## src/verilog/decode_config.svh

```systemverilog
// Widths for the decode stage; the LUI shift assumes the data word is twice the immediate width
`ifndef DECODE_CONFIG_SVH
`define DECODE_CONFIG_SVH

// Datapath word
`define DEC_DATA_W      32

// Register index, also used for the link register number
`define DEC_REG_ADDR_W  5

// Instruction fields
`define DEC_OP_W        6
`define DEC_FUNCT_W     6
`define DEC_SHAMT_W     5
`define DEC_IMM_W       16

// JAL writes its return address here
`define DEC_LINK_REG    31

`endif

```

## src/verilog/mips_decode_pkg.sv

```systemverilog
// Shared decode types and encodings; only the opcodes and functs listed here are legal
`include "decode_config.svh"

package mips_decode_pkg;

    typedef struct packed {
        logic [`DEC_OP_W-1:0]       op;
        logic [`DEC_REG_ADDR_W-1:0] rs;
        logic [`DEC_REG_ADDR_W-1:0] rt;
        logic [`DEC_REG_ADDR_W-1:0] rd;     // Upper immediate bits in I-type
        logic [`DEC_SHAMT_W-1:0]    shamt;
        logic [`DEC_FUNCT_W-1:0]    funct;
    } instr_t;

    // Bit 0 is reg_dst, bit 14 is mem_to_reg
    typedef struct packed {
        logic       mem_to_reg;
        logic       bds_sel;                // Write PC+8 for JAL and JALR
        logic       reg_write;
        logic       jump_sel;               // Jump target from rs
        logic       jump;                   // Jump target from instr_index
        logic       mem_write;
        logic       mem_read;
        logic       equal;                  // BEQ when set, BNE when clear
        logic       branch;
        logic [2:0] alu_op;
        logic       alu_src;                // Second operand from immediate
        logic       jal_sel;                // Destination is the link register
        logic       reg_dst;                // Destination is rd
    } ctrl_t;

    typedef enum logic [3:0] {
        ALU_ADD, ALU_SUB, ALU_AND, ALU_OR, ALU_XOR, ALU_NOR, ALU_SLT,
        ALU_SLL, ALU_SRL, ALU_SRA, ALU_SLLV, ALU_SRLV, ALU_SRAV,
        ALU_LUI, ALU_PASS
    } alu_func_t;

    typedef enum logic [1:0] {
        MEM_BYTE = 2'd0,
        MEM_HALF = 2'd1,
        MEM_WORD = 2'd2
    } mem_size_t;

    typedef struct packed {
        ctrl_t                      ctrl;
        alu_func_t                  alu_func;
        mem_size_t                  mem_size;
        logic                       mem_unsigned;
        logic [`DEC_REG_ADDR_W-1:0] rs;
        logic [`DEC_REG_ADDR_W-1:0] rt;
        logic [`DEC_REG_ADDR_W-1:0] dest;
        logic [`DEC_SHAMT_W-1:0]    shamt;
        logic [`DEC_DATA_W-1:0]     imm32;
        logic                       illegal;
    } decoded_t;

    // ALUOp codes between the two control units
    localparam logic [2:0] ALUOP_ADD   = 3'b000;  // Loads, stores, ADDI
    localparam logic [2:0] ALUOP_SUB   = 3'b001;  // Branch compare
    localparam logic [2:0] ALUOP_RTYPE = 3'b010;  // Look at funct
    localparam logic [2:0] ALUOP_XOR   = 3'b011;
    localparam logic [2:0] ALUOP_AND   = 3'b100;
    localparam logic [2:0] ALUOP_LUI   = 3'b101;
    localparam logic [2:0] ALUOP_OR    = 3'b110;
    localparam logic [2:0] ALUOP_SLT   = 3'b111;

    // Opcodes
    localparam logic [`DEC_OP_W-1:0] OP_SPECIAL = 6'b000000;
    localparam logic [`DEC_OP_W-1:0] OP_J       = 6'b000010;
    localparam logic [`DEC_OP_W-1:0] OP_JAL     = 6'b000011;
    localparam logic [`DEC_OP_W-1:0] OP_BEQ     = 6'b000100;
    localparam logic [`DEC_OP_W-1:0] OP_BNE     = 6'b000101;
    localparam logic [`DEC_OP_W-1:0] OP_ADDI    = 6'b001000;
    localparam logic [`DEC_OP_W-1:0] OP_SLTI    = 6'b001010;
    localparam logic [`DEC_OP_W-1:0] OP_ANDI    = 6'b001100;
    localparam logic [`DEC_OP_W-1:0] OP_ORI     = 6'b001101;
    localparam logic [`DEC_OP_W-1:0] OP_XORI    = 6'b001110;
    localparam logic [`DEC_OP_W-1:0] OP_LUI     = 6'b001111;
    localparam logic [`DEC_OP_W-1:0] OP_LB      = 6'b100000;
    localparam logic [`DEC_OP_W-1:0] OP_LH      = 6'b100001;
    localparam logic [`DEC_OP_W-1:0] OP_LW      = 6'b100011;
    localparam logic [`DEC_OP_W-1:0] OP_LBU     = 6'b100100;
    localparam logic [`DEC_OP_W-1:0] OP_LHU     = 6'b100101;
    localparam logic [`DEC_OP_W-1:0] OP_LWU     = 6'b100110;
    localparam logic [`DEC_OP_W-1:0] OP_SB      = 6'b101000;
    localparam logic [`DEC_OP_W-1:0] OP_SH      = 6'b101001;
    localparam logic [`DEC_OP_W-1:0] OP_SW      = 6'b101011;

    // Functs under OP_SPECIAL
    localparam logic [`DEC_FUNCT_W-1:0] FN_SLL  = 6'b000000;
    localparam logic [`DEC_FUNCT_W-1:0] FN_SRL  = 6'b000010;
    localparam logic [`DEC_FUNCT_W-1:0] FN_SRA  = 6'b000011;
    localparam logic [`DEC_FUNCT_W-1:0] FN_SLLV = 6'b000100;
    localparam logic [`DEC_FUNCT_W-1:0] FN_SRLV = 6'b000110;
    localparam logic [`DEC_FUNCT_W-1:0] FN_SRAV = 6'b000111;
    localparam logic [`DEC_FUNCT_W-1:0] FN_JR   = 6'b001000;
    localparam logic [`DEC_FUNCT_W-1:0] FN_JALR = 6'b001001;
    localparam logic [`DEC_FUNCT_W-1:0] FN_ADDU = 6'b100001;
    localparam logic [`DEC_FUNCT_W-1:0] FN_SUBU = 6'b100011;
    localparam logic [`DEC_FUNCT_W-1:0] FN_AND  = 6'b100100;
    localparam logic [`DEC_FUNCT_W-1:0] FN_OR   = 6'b100101;
    localparam logic [`DEC_FUNCT_W-1:0] FN_XOR  = 6'b100110;
    localparam logic [`DEC_FUNCT_W-1:0] FN_NOR  = 6'b100111;
    localparam logic [`DEC_FUNCT_W-1:0] FN_SLT  = 6'b101010;

endpackage

```

## src/verilog/pipe_stage.sv

```systemverilog
// One-entry valid/ready register; ready is combinational from i_ready, so chained stages form one ready path
module pipe_stage
    #(
        parameter type T = logic
    )
    (
        input  logic i_clk,
        input  logic i_rst_n,
        // Upstream side
        input  logic i_valid,
        input  T     i_data,
        output logic o_ready,
        // Downstream side
        output logic o_valid,
        output T     o_data,
        input  logic i_ready
    );

    logic valid_q;
    T     data_q;

    // Room when empty or when the entry leaves this cycle
    assign o_ready = !valid_q || i_ready;

    always_ff @(posedge i_clk)
    begin
        if (!i_rst_n)
        begin
            valid_q <= 1'b0;
        end
        else if (o_ready)
        begin
            valid_q <= i_valid;                 // Refill or drain
        end
    end

    always_ff @(posedge i_clk)
    begin
        if (i_valid && o_ready)
        begin
            data_q <= i_data;
        end
    end

    assign o_valid = valid_q;
    assign o_data  = data_q;

endmodule

```

## src/verilog/main_control_unit.sv

```systemverilog
// Main control decode; R-type funct legality is left to the ALU control unit, except JR and JALR
`include "decode_config.svh"

module main_control_unit
    import mips_decode_pkg::*;
    (
        input  logic [`DEC_OP_W-1:0]    i_op,
        input  logic [`DEC_FUNCT_W-1:0] i_funct,
        output ctrl_t                   o_ctrl,
        output mem_size_t               o_mem_size,
        output logic                    o_mem_unsigned,
        output logic                    o_illegal
    );

    // Control words per instruction class
    localparam ctrl_t CW_RTYPE = '{reg_dst: 1'b1, reg_write: 1'b1, alu_op: ALUOP_RTYPE,
                                   default: '0};
    localparam ctrl_t CW_LOAD  = '{alu_src: 1'b1, alu_op: ALUOP_ADD, mem_read: 1'b1,
                                   reg_write: 1'b1, mem_to_reg: 1'b1, default: '0};
    localparam ctrl_t CW_STORE = '{alu_src: 1'b1, alu_op: ALUOP_ADD, mem_write: 1'b1,
                                   default: '0};
    localparam ctrl_t CW_ADDI  = '{alu_src: 1'b1, alu_op: ALUOP_ADD, reg_write: 1'b1,
                                   default: '0};
    localparam ctrl_t CW_ANDI  = '{alu_src: 1'b1, alu_op: ALUOP_AND, reg_write: 1'b1,
                                   default: '0};
    localparam ctrl_t CW_ORI   = '{alu_src: 1'b1, alu_op: ALUOP_OR, reg_write: 1'b1,
                                   default: '0};
    localparam ctrl_t CW_XORI  = '{alu_src: 1'b1, alu_op: ALUOP_XOR, reg_write: 1'b1,
                                   default: '0};
    localparam ctrl_t CW_LUI   = '{alu_src: 1'b1, alu_op: ALUOP_LUI, reg_write: 1'b1,
                                   default: '0};
    localparam ctrl_t CW_SLTI  = '{alu_src: 1'b1, alu_op: ALUOP_SLT, reg_write: 1'b1,
                                   default: '0};
    localparam ctrl_t CW_BEQ   = '{alu_op: ALUOP_SUB, branch: 1'b1, equal: 1'b1,
                                   default: '0};
    localparam ctrl_t CW_BNE   = '{alu_op: ALUOP_SUB, branch: 1'b1, default: '0};
    localparam ctrl_t CW_J     = '{jump: 1'b1, default: '0};
    localparam ctrl_t CW_JAL   = '{jal_sel: 1'b1, jump: 1'b1, reg_write: 1'b1,
                                   bds_sel: 1'b1, default: '0};
    localparam ctrl_t CW_JR    = '{alu_op: ALUOP_RTYPE, jump_sel: 1'b1, default: '0};
    localparam ctrl_t CW_JALR  = '{reg_dst: 1'b1, alu_op: ALUOP_RTYPE, jump_sel: 1'b1,
                                   reg_write: 1'b1, bds_sel: 1'b1, default: '0};

    always_comb
    begin
        o_ctrl         = '0;
        o_mem_size     = MEM_WORD;
        o_mem_unsigned = 1'b0;
        o_illegal      = 1'b0;
        case (i_op)
            OP_SPECIAL:
            begin
                case (i_funct)
                    FN_JR:   o_ctrl = CW_JR;
                    FN_JALR: o_ctrl = CW_JALR;
                    default: o_ctrl = CW_RTYPE;     // ALU funct checked downstream
                endcase
            end
            OP_LB, OP_LBU:
            begin
                o_ctrl         = CW_LOAD;
                o_mem_size     = MEM_BYTE;
                o_mem_unsigned = (i_op == OP_LBU);
            end
            OP_LH, OP_LHU:
            begin
                o_ctrl         = CW_LOAD;
                o_mem_size     = MEM_HALF;
                o_mem_unsigned = (i_op == OP_LHU);
            end
            OP_LW, OP_LWU:
            begin
                o_ctrl         = CW_LOAD;
                o_mem_unsigned = (i_op == OP_LWU);
            end
            OP_SB:
            begin
                o_ctrl     = CW_STORE;
                o_mem_size = MEM_BYTE;
            end
            OP_SH:
            begin
                o_ctrl     = CW_STORE;
                o_mem_size = MEM_HALF;
            end
            OP_SW:   o_ctrl = CW_STORE;
            OP_ADDI: o_ctrl = CW_ADDI;
            OP_ANDI: o_ctrl = CW_ANDI;
            OP_ORI:  o_ctrl = CW_ORI;
            OP_XORI: o_ctrl = CW_XORI;
            OP_LUI:  o_ctrl = CW_LUI;
            OP_SLTI: o_ctrl = CW_SLTI;
            OP_BEQ:  o_ctrl = CW_BEQ;
            OP_BNE:  o_ctrl = CW_BNE;
            OP_J:    o_ctrl = CW_J;
            OP_JAL:  o_ctrl = CW_JAL;
            default: o_illegal = 1'b1;              // Control lines stay zero
        endcase
    end

endmodule

```

## src/verilog/alu_control_unit.sv

```systemverilog
// ALU function select; funct is only checked when ALUOp is the R-type code
`include "decode_config.svh"

module alu_control_unit
    import mips_decode_pkg::*;
    (
        input  logic [2:0]              i_alu_op,
        input  logic [`DEC_FUNCT_W-1:0] i_funct,
        output alu_func_t               o_alu_func,
        output logic                    o_illegal
    );

    always_comb
    begin
        o_alu_func = ALU_ADD;
        o_illegal  = 1'b0;
        case (i_alu_op)
            ALUOP_RTYPE:
            begin
                case (i_funct)
                    FN_ADDU: o_alu_func = ALU_ADD;
                    FN_SUBU: o_alu_func = ALU_SUB;
                    FN_AND:  o_alu_func = ALU_AND;
                    FN_OR:   o_alu_func = ALU_OR;
                    FN_XOR:  o_alu_func = ALU_XOR;
                    FN_NOR:  o_alu_func = ALU_NOR;
                    FN_SLT:  o_alu_func = ALU_SLT;
                    FN_SLL:  o_alu_func = ALU_SLL;          // Also the all-zero NOP
                    FN_SRL:  o_alu_func = ALU_SRL;
                    FN_SRA:  o_alu_func = ALU_SRA;
                    FN_SLLV: o_alu_func = ALU_SLLV;
                    FN_SRLV: o_alu_func = ALU_SRLV;
                    FN_SRAV: o_alu_func = ALU_SRAV;
                    FN_JR, FN_JALR:
                    begin
                        o_alu_func = ALU_PASS;              // Forward rs as jump target
                    end
                    default: o_illegal = 1'b1;
                endcase
            end
            ALUOP_SUB: o_alu_func = ALU_SUB;
            ALUOP_AND: o_alu_func = ALU_AND;
            ALUOP_OR:  o_alu_func = ALU_OR;
            ALUOP_XOR: o_alu_func = ALU_XOR;
            ALUOP_SLT: o_alu_func = ALU_SLT;
            ALUOP_LUI: o_alu_func = ALU_LUI;
            default:   o_alu_func = ALU_ADD;            // ALUOP_ADD
        endcase
    end

endmodule

```

## src/verilog/instr_decoder.sv

```systemverilog
// Combinational decode of one word; any illegal word leaves all control lines at zero
`include "decode_config.svh"

module instr_decoder
    import mips_decode_pkg::*;
    (
        input  instr_t   i_instr,
        output decoded_t o_dec
    );

    localparam int EXT_W = `DEC_DATA_W - `DEC_IMM_W;

    ctrl_t                  ctrl;
    mem_size_t              mem_size;
    logic                   mem_unsigned;
    logic                   main_illegal;
    alu_func_t              alu_func;
    logic                   alu_illegal;
    logic                   illegal;
    ctrl_t                  ctrl_final;
    logic [`DEC_IMM_W-1:0]  imm16;
    logic [`DEC_DATA_W-1:0] imm32;

    main_control_unit main_ctrl_i (
        .i_op           (i_instr.op),
        .i_funct        (i_instr.funct),
        .o_ctrl         (ctrl),
        .o_mem_size     (mem_size),
        .o_mem_unsigned (mem_unsigned),
        .o_illegal      (main_illegal)
    );

    alu_control_unit alu_ctrl_i (
        .i_alu_op   (ctrl.alu_op),
        .i_funct    (i_instr.funct),
        .o_alu_func (alu_func),
        .o_illegal  (alu_illegal)
    );

    assign illegal    = main_illegal || alu_illegal;
    assign ctrl_final = illegal ? '0 : ctrl;        // Squash bad R-type functs too

    assign imm16 = {i_instr.rd, i_instr.shamt, i_instr.funct};

    always_comb
    begin
        case (i_instr.op)
            OP_ANDI, OP_ORI, OP_XORI: imm32 = {{EXT_W{1'b0}}, imm16};
            OP_LUI:                   imm32 = {imm16, {EXT_W{1'b0}}};
            default:                  imm32 = {{EXT_W{imm16[`DEC_IMM_W-1]}}, imm16};
        endcase
    end

    always_comb
    begin
        o_dec.ctrl         = ctrl_final;
        o_dec.alu_func     = alu_func;
        o_dec.mem_size     = mem_size;
        o_dec.mem_unsigned = mem_unsigned;
        o_dec.rs           = i_instr.rs;
        o_dec.rt           = i_instr.rt;
        o_dec.shamt        = i_instr.shamt;
        o_dec.imm32        = imm32;
        o_dec.illegal      = illegal;
        // JALSel wins over RegDst
        if (ctrl_final.jal_sel)
            o_dec.dest = `DEC_REG_ADDR_W'(`DEC_LINK_REG);
        else if (ctrl_final.reg_dst)
            o_dec.dest = i_instr.rd;
        else
            o_dec.dest = i_instr.rt;
    end

endmodule

```

## src/verilog/decode_stage_top.sv

```systemverilog
// Decode stage top; two registered stages give two cycles of latency with no stalls
module decode_stage_top
    import mips_decode_pkg::*;
    (
        input  logic     i_clk,
        input  logic     i_rst_n,
        // Instruction input
        input  logic     i_instr_valid,
        input  instr_t   i_instr,
        output logic     o_instr_ready,
        // Decoded output
        output logic     o_dec_valid,
        output decoded_t o_dec,
        input  logic     i_dec_ready
    );

    logic     instr_q_valid;
    instr_t   instr_q;
    logic     dec_stage_ready;
    decoded_t dec_comb;

    pipe_stage #(.T(instr_t)) in_stage_i (
        .i_clk   (i_clk),
        .i_rst_n (i_rst_n),
        .i_valid (i_instr_valid),
        .i_data  (i_instr),
        .o_ready (o_instr_ready),
        .o_valid (instr_q_valid),
        .o_data  (instr_q),
        .i_ready (dec_stage_ready)
    );

    instr_decoder decoder_i (
        .i_instr (instr_q),
        .o_dec   (dec_comb)
    );

    pipe_stage #(.T(decoded_t)) out_stage_i (
        .i_clk   (i_clk),
        .i_rst_n (i_rst_n),
        .i_valid (instr_q_valid),
        .i_data  (dec_comb),
        .o_ready (dec_stage_ready),
        .o_valid (o_dec_valid),
        .o_data  (o_dec),
        .i_ready (i_dec_ready)
    );

endmodule

```

## config.mk

```make
export PLATFORM = sky130hd
export DESIGN_NAME = decode_stage_top
export DESIGN_NICKNAME = d
export VERILOG_FILES = /design/src/verilog/mips_decode_pkg.sv /design/src/verilog/pipe_stage.sv /design/src/verilog/main_control_unit.sv /design/src/verilog/alu_control_unit.sv /design/src/verilog/instr_decoder.sv /design/src/verilog/decode_stage_top.sv
export VERILOG_INCLUDE_DIRS = /design/src /design/src/verilog
export SDC_FILE = /design/constraint.sdc
export NUM_CORES = 1
export LEC_CHECK = 0
export ABC_AREA = 1
export ABC_CLOCK_PERIOD_IN_PS = 10580
export BUFFER_PORTS_ARGS = -buffer_cell sky130_fd_sc_hd__buf_2
export CAP_MARGIN = 20
export CORE_MARGIN = 2
export CORE_UTILIZATION = 56
export DETAILED_ROUTE_END_ITERATION = 8
export PLACE_DENSITY = 0.84
export SKIP_LAST_GASP = 1
export SYNTH_ARGS = -nofsm -noshare
export SYNTH_HDL_FRONTEND = slang
export SYNTH_SLANG_ARGS = --single-unit
export TNS_END_PERCENT = 100
```

## constraint.sdc

```tcl
create_clock -name i_clk -period 10.58 [get_ports i_clk]
set_input_delay 2.116 -clock i_clk [delete_from_list [all_inputs] [get_ports i_clk]]
set_output_delay 2.116 -clock i_clk [all_outputs]
set_load 0.02 [all_outputs]
```

==> flow_summary.toml <==
[pwr]
power.total_w = 0.000833
ir_worst_vdd_v = 0.000104
p_per_area_nw_per_um2 = 161
leakage_nw = 2.21

[timing]
max_slew_margin_pct = 41.0
rsz0062_at_grt = "no"
max_freq_mhz = 210
setup_viol_count_final = 0
drv_slew = 0
skew_ns = 0.00831
layout_setup_ws_ns = 5.82
tightest_slew_ns = 0.884
tns_ns = 0
hold_violations = 0
min_period_ns = 4.76
layout_worst_path_cycle_share_pct = 45.0

[yosys]
yosys_register_bits = 108
synth.distinct_cells = 26
syn_inst = 311
synthTopCellsByArea = "edfxtp_1 (74%), nand2_1 (3.3%), nand3_1 (2.9%)"
synth_nets = 347
yosysTopAreaCell = "edfxtp_1"
avgSynthCellArea_sq_um = 13.8
ys_seq_area_share_pct = 75.3
synth_top_area_share_pct = 74.4
synth_ff_type = "edfxtp_1"
synth_most_common_cell = "edfxtp_1"
synth_edf_count = 106
synth_common_cells = "edfxtp_1 (106), nand2_1 (38), inv_1 (28), nor2_1 (28), nand3_1 (25)"
synth_warnings = 0
async_flop_share_pct = 0
netlist_area_sq_um = 4280

[clocking]
root_buffer = "clkbuf_8"
holdBufCountCts = 0
clk_pin_slew_ns = 0.10
cts-htree-levels = 3
cts_repair_resize_count = 0
cts.path.max_buffers = 2
cts_tree = "built"
clock_sinks = 108
clk_latency_ns = 0.37
cts-buffers-inserted = 9
post_cts_buffers = 0

[floorplan]
die_x_um = 91.4
num_rows = 31
core_sq_um = 7330
ios = 113
dieArea_sq_um = 8360
fp.dieH_um = 91.4
start_util_pct = 58.4

[min_path]
hold_end = "out_stage_i.o_data[51]"
whs_path_depth = 0
min-delay-start = "in_stage_i.o_data[24]"
hold_class = "reg -> reg"

[critical_path]
cp.arrival_ns = 2.65
r2r-end = "out_stage_i.o_data[41]"
cp-start-kind = "primary input"
crit_start = "i_dec_ready"
cp_max_fo = 3
r2r_start = "in_stage_i.o_data[27]"
crit_required_ns = 8.46
critical_path_class = "in -> out"
endpoint_kind = "primary output"
r2r_slack_ns = 8.69
r2r_cells = 6

[layout]
fin_cells = 535
nNetsFinal = 467
layout-drive-gt1-share_pct = 39.0
antenna_cells = 0
num-fill-cells = 505
area_growth_pct = 20.8

[placement]
numPortBuffers = 112
dp.cells = 519
dp_slack_ns = 5.82
dp_hpwl_mm = 5.42
gp_congestion = 0.903

[route]
wl_met2_mm = 3.84
finalWirelength_mm = 7.75
wire_per_inst_um = 14.5
drc = 0
route.met3.wl_um = 567
vias = 2726
wl_met1_mm = 3.19
drt_iter0_markers = 162
drtPass1Iterations = 4
vias_per_cell = 5.10
antenna_left = 0
top_layer = "met4"

[global_routing]
grt_pass1_wl_mm = 12.3
grt_pass1_vias = 2555
grt_overflow = 0
grt_max_degree = 75
grtUsageTotal_pct = 19.3
grt_antenna_before_repair = 0

[outcome]
status = "complete, no violations"

[job]
cap_violations = 0
through the flow:
stage / utilization, % / instance area [sq um] / hold slack (ns)
5_1_grt: 70.5 / 5170 / 0.442
4_1_cts: 70.5 / 5170 / 0.431
3_5_place_dp: 67.7 / 4960 / 0.405
3_3_place_gp: 67.7 / 4960 / 0.401
2_1_floorplan: - / 4280 / 0.400
6_report: 70.5 / 5170 / 0.429
worst max-delay path by stage:
| stage | end | slack, ns | depth (start not counted) |
|---|---|---|---|
| 6_report | o_instr_ready | 5.82 | 4 |
| 5_1_grt | o_instr_ready | 5.77 | 4 |
| 4_1_cts | o_instr_ready | 5.82 | 4 |
| 3_5_place_dp | o_instr_ready | 5.82 | 4 |
| 3_3_place_gp | o_instr_ready | 5.86 | 4 |
| 2_1_floorplan | out_stage_i.o_data[0] | 4.30 | 2 |
state kept, by name, summed over array words and instances, names as in the netlist:
name,cells
in_stage_i.o_data,32
in_stage_i.o_valid,1
out_stage_i.o_data,74
out_stage_i.o_valid,1
layer usage:
| layer | vias up | GRT usage (%) |
|---|---|---|
| met2 | 132 | 31.5 |
| li1 | 1332 | - |
| met5 | - | 0 |
| met1 | 1248 | 25.4 |
| met3 | 14 | 4.56 |
| met4 | 0 | 7.20 |
critical path, cell delays in order:
cell and delay, ns:
buf_2 0.10, inv_1 0.11, nand3_1 0.13, buf_2 0.19
power breakdown:
part	leakage (nW)	switching [W]	internal, W
clock network	0.101	0.000140	0.000115
logic	1.07	0.0000517	0.0000222
registers	1.04	0.0000103	0.000495
total	2.21	0.000202	0.000632
placed cells by master, fill, tap and decap left out, drive strengths merged:
master      n
o21ai      23
buf       114
edfxtp    106
a21oi       5
nand3      31
inv        45
clkinvlp    1
nor3        4
nor4        2
nand4       7
clkbuf     10
a31oi       2
nor2       40
bufinv      1
nand2      43
dfxtp       2
area by class of cell:
cell class | instances | area, sq um | share of cell area, %
timing repair buffer | 114 | 576 | 11.1
inverter | 41 | 154 | 2.98
clock buffer | 10 | 128 | 2.47
sequential | 108 | 3220 | 62.4
clock inverter | 6 | 77.6 | 1.50
tap | 99 | 124 | 2.40
multi-input combinational | 157 | 887 | 17.2
cell families after synthesis:
kind of cell,share of synthesized area (%)
AOI/OAI and AO/OA,3.92
buffers and inverters,4.24
DFF,75.3
and+or+nand+nor,16.5
Power figures use the tool's default switching activity.
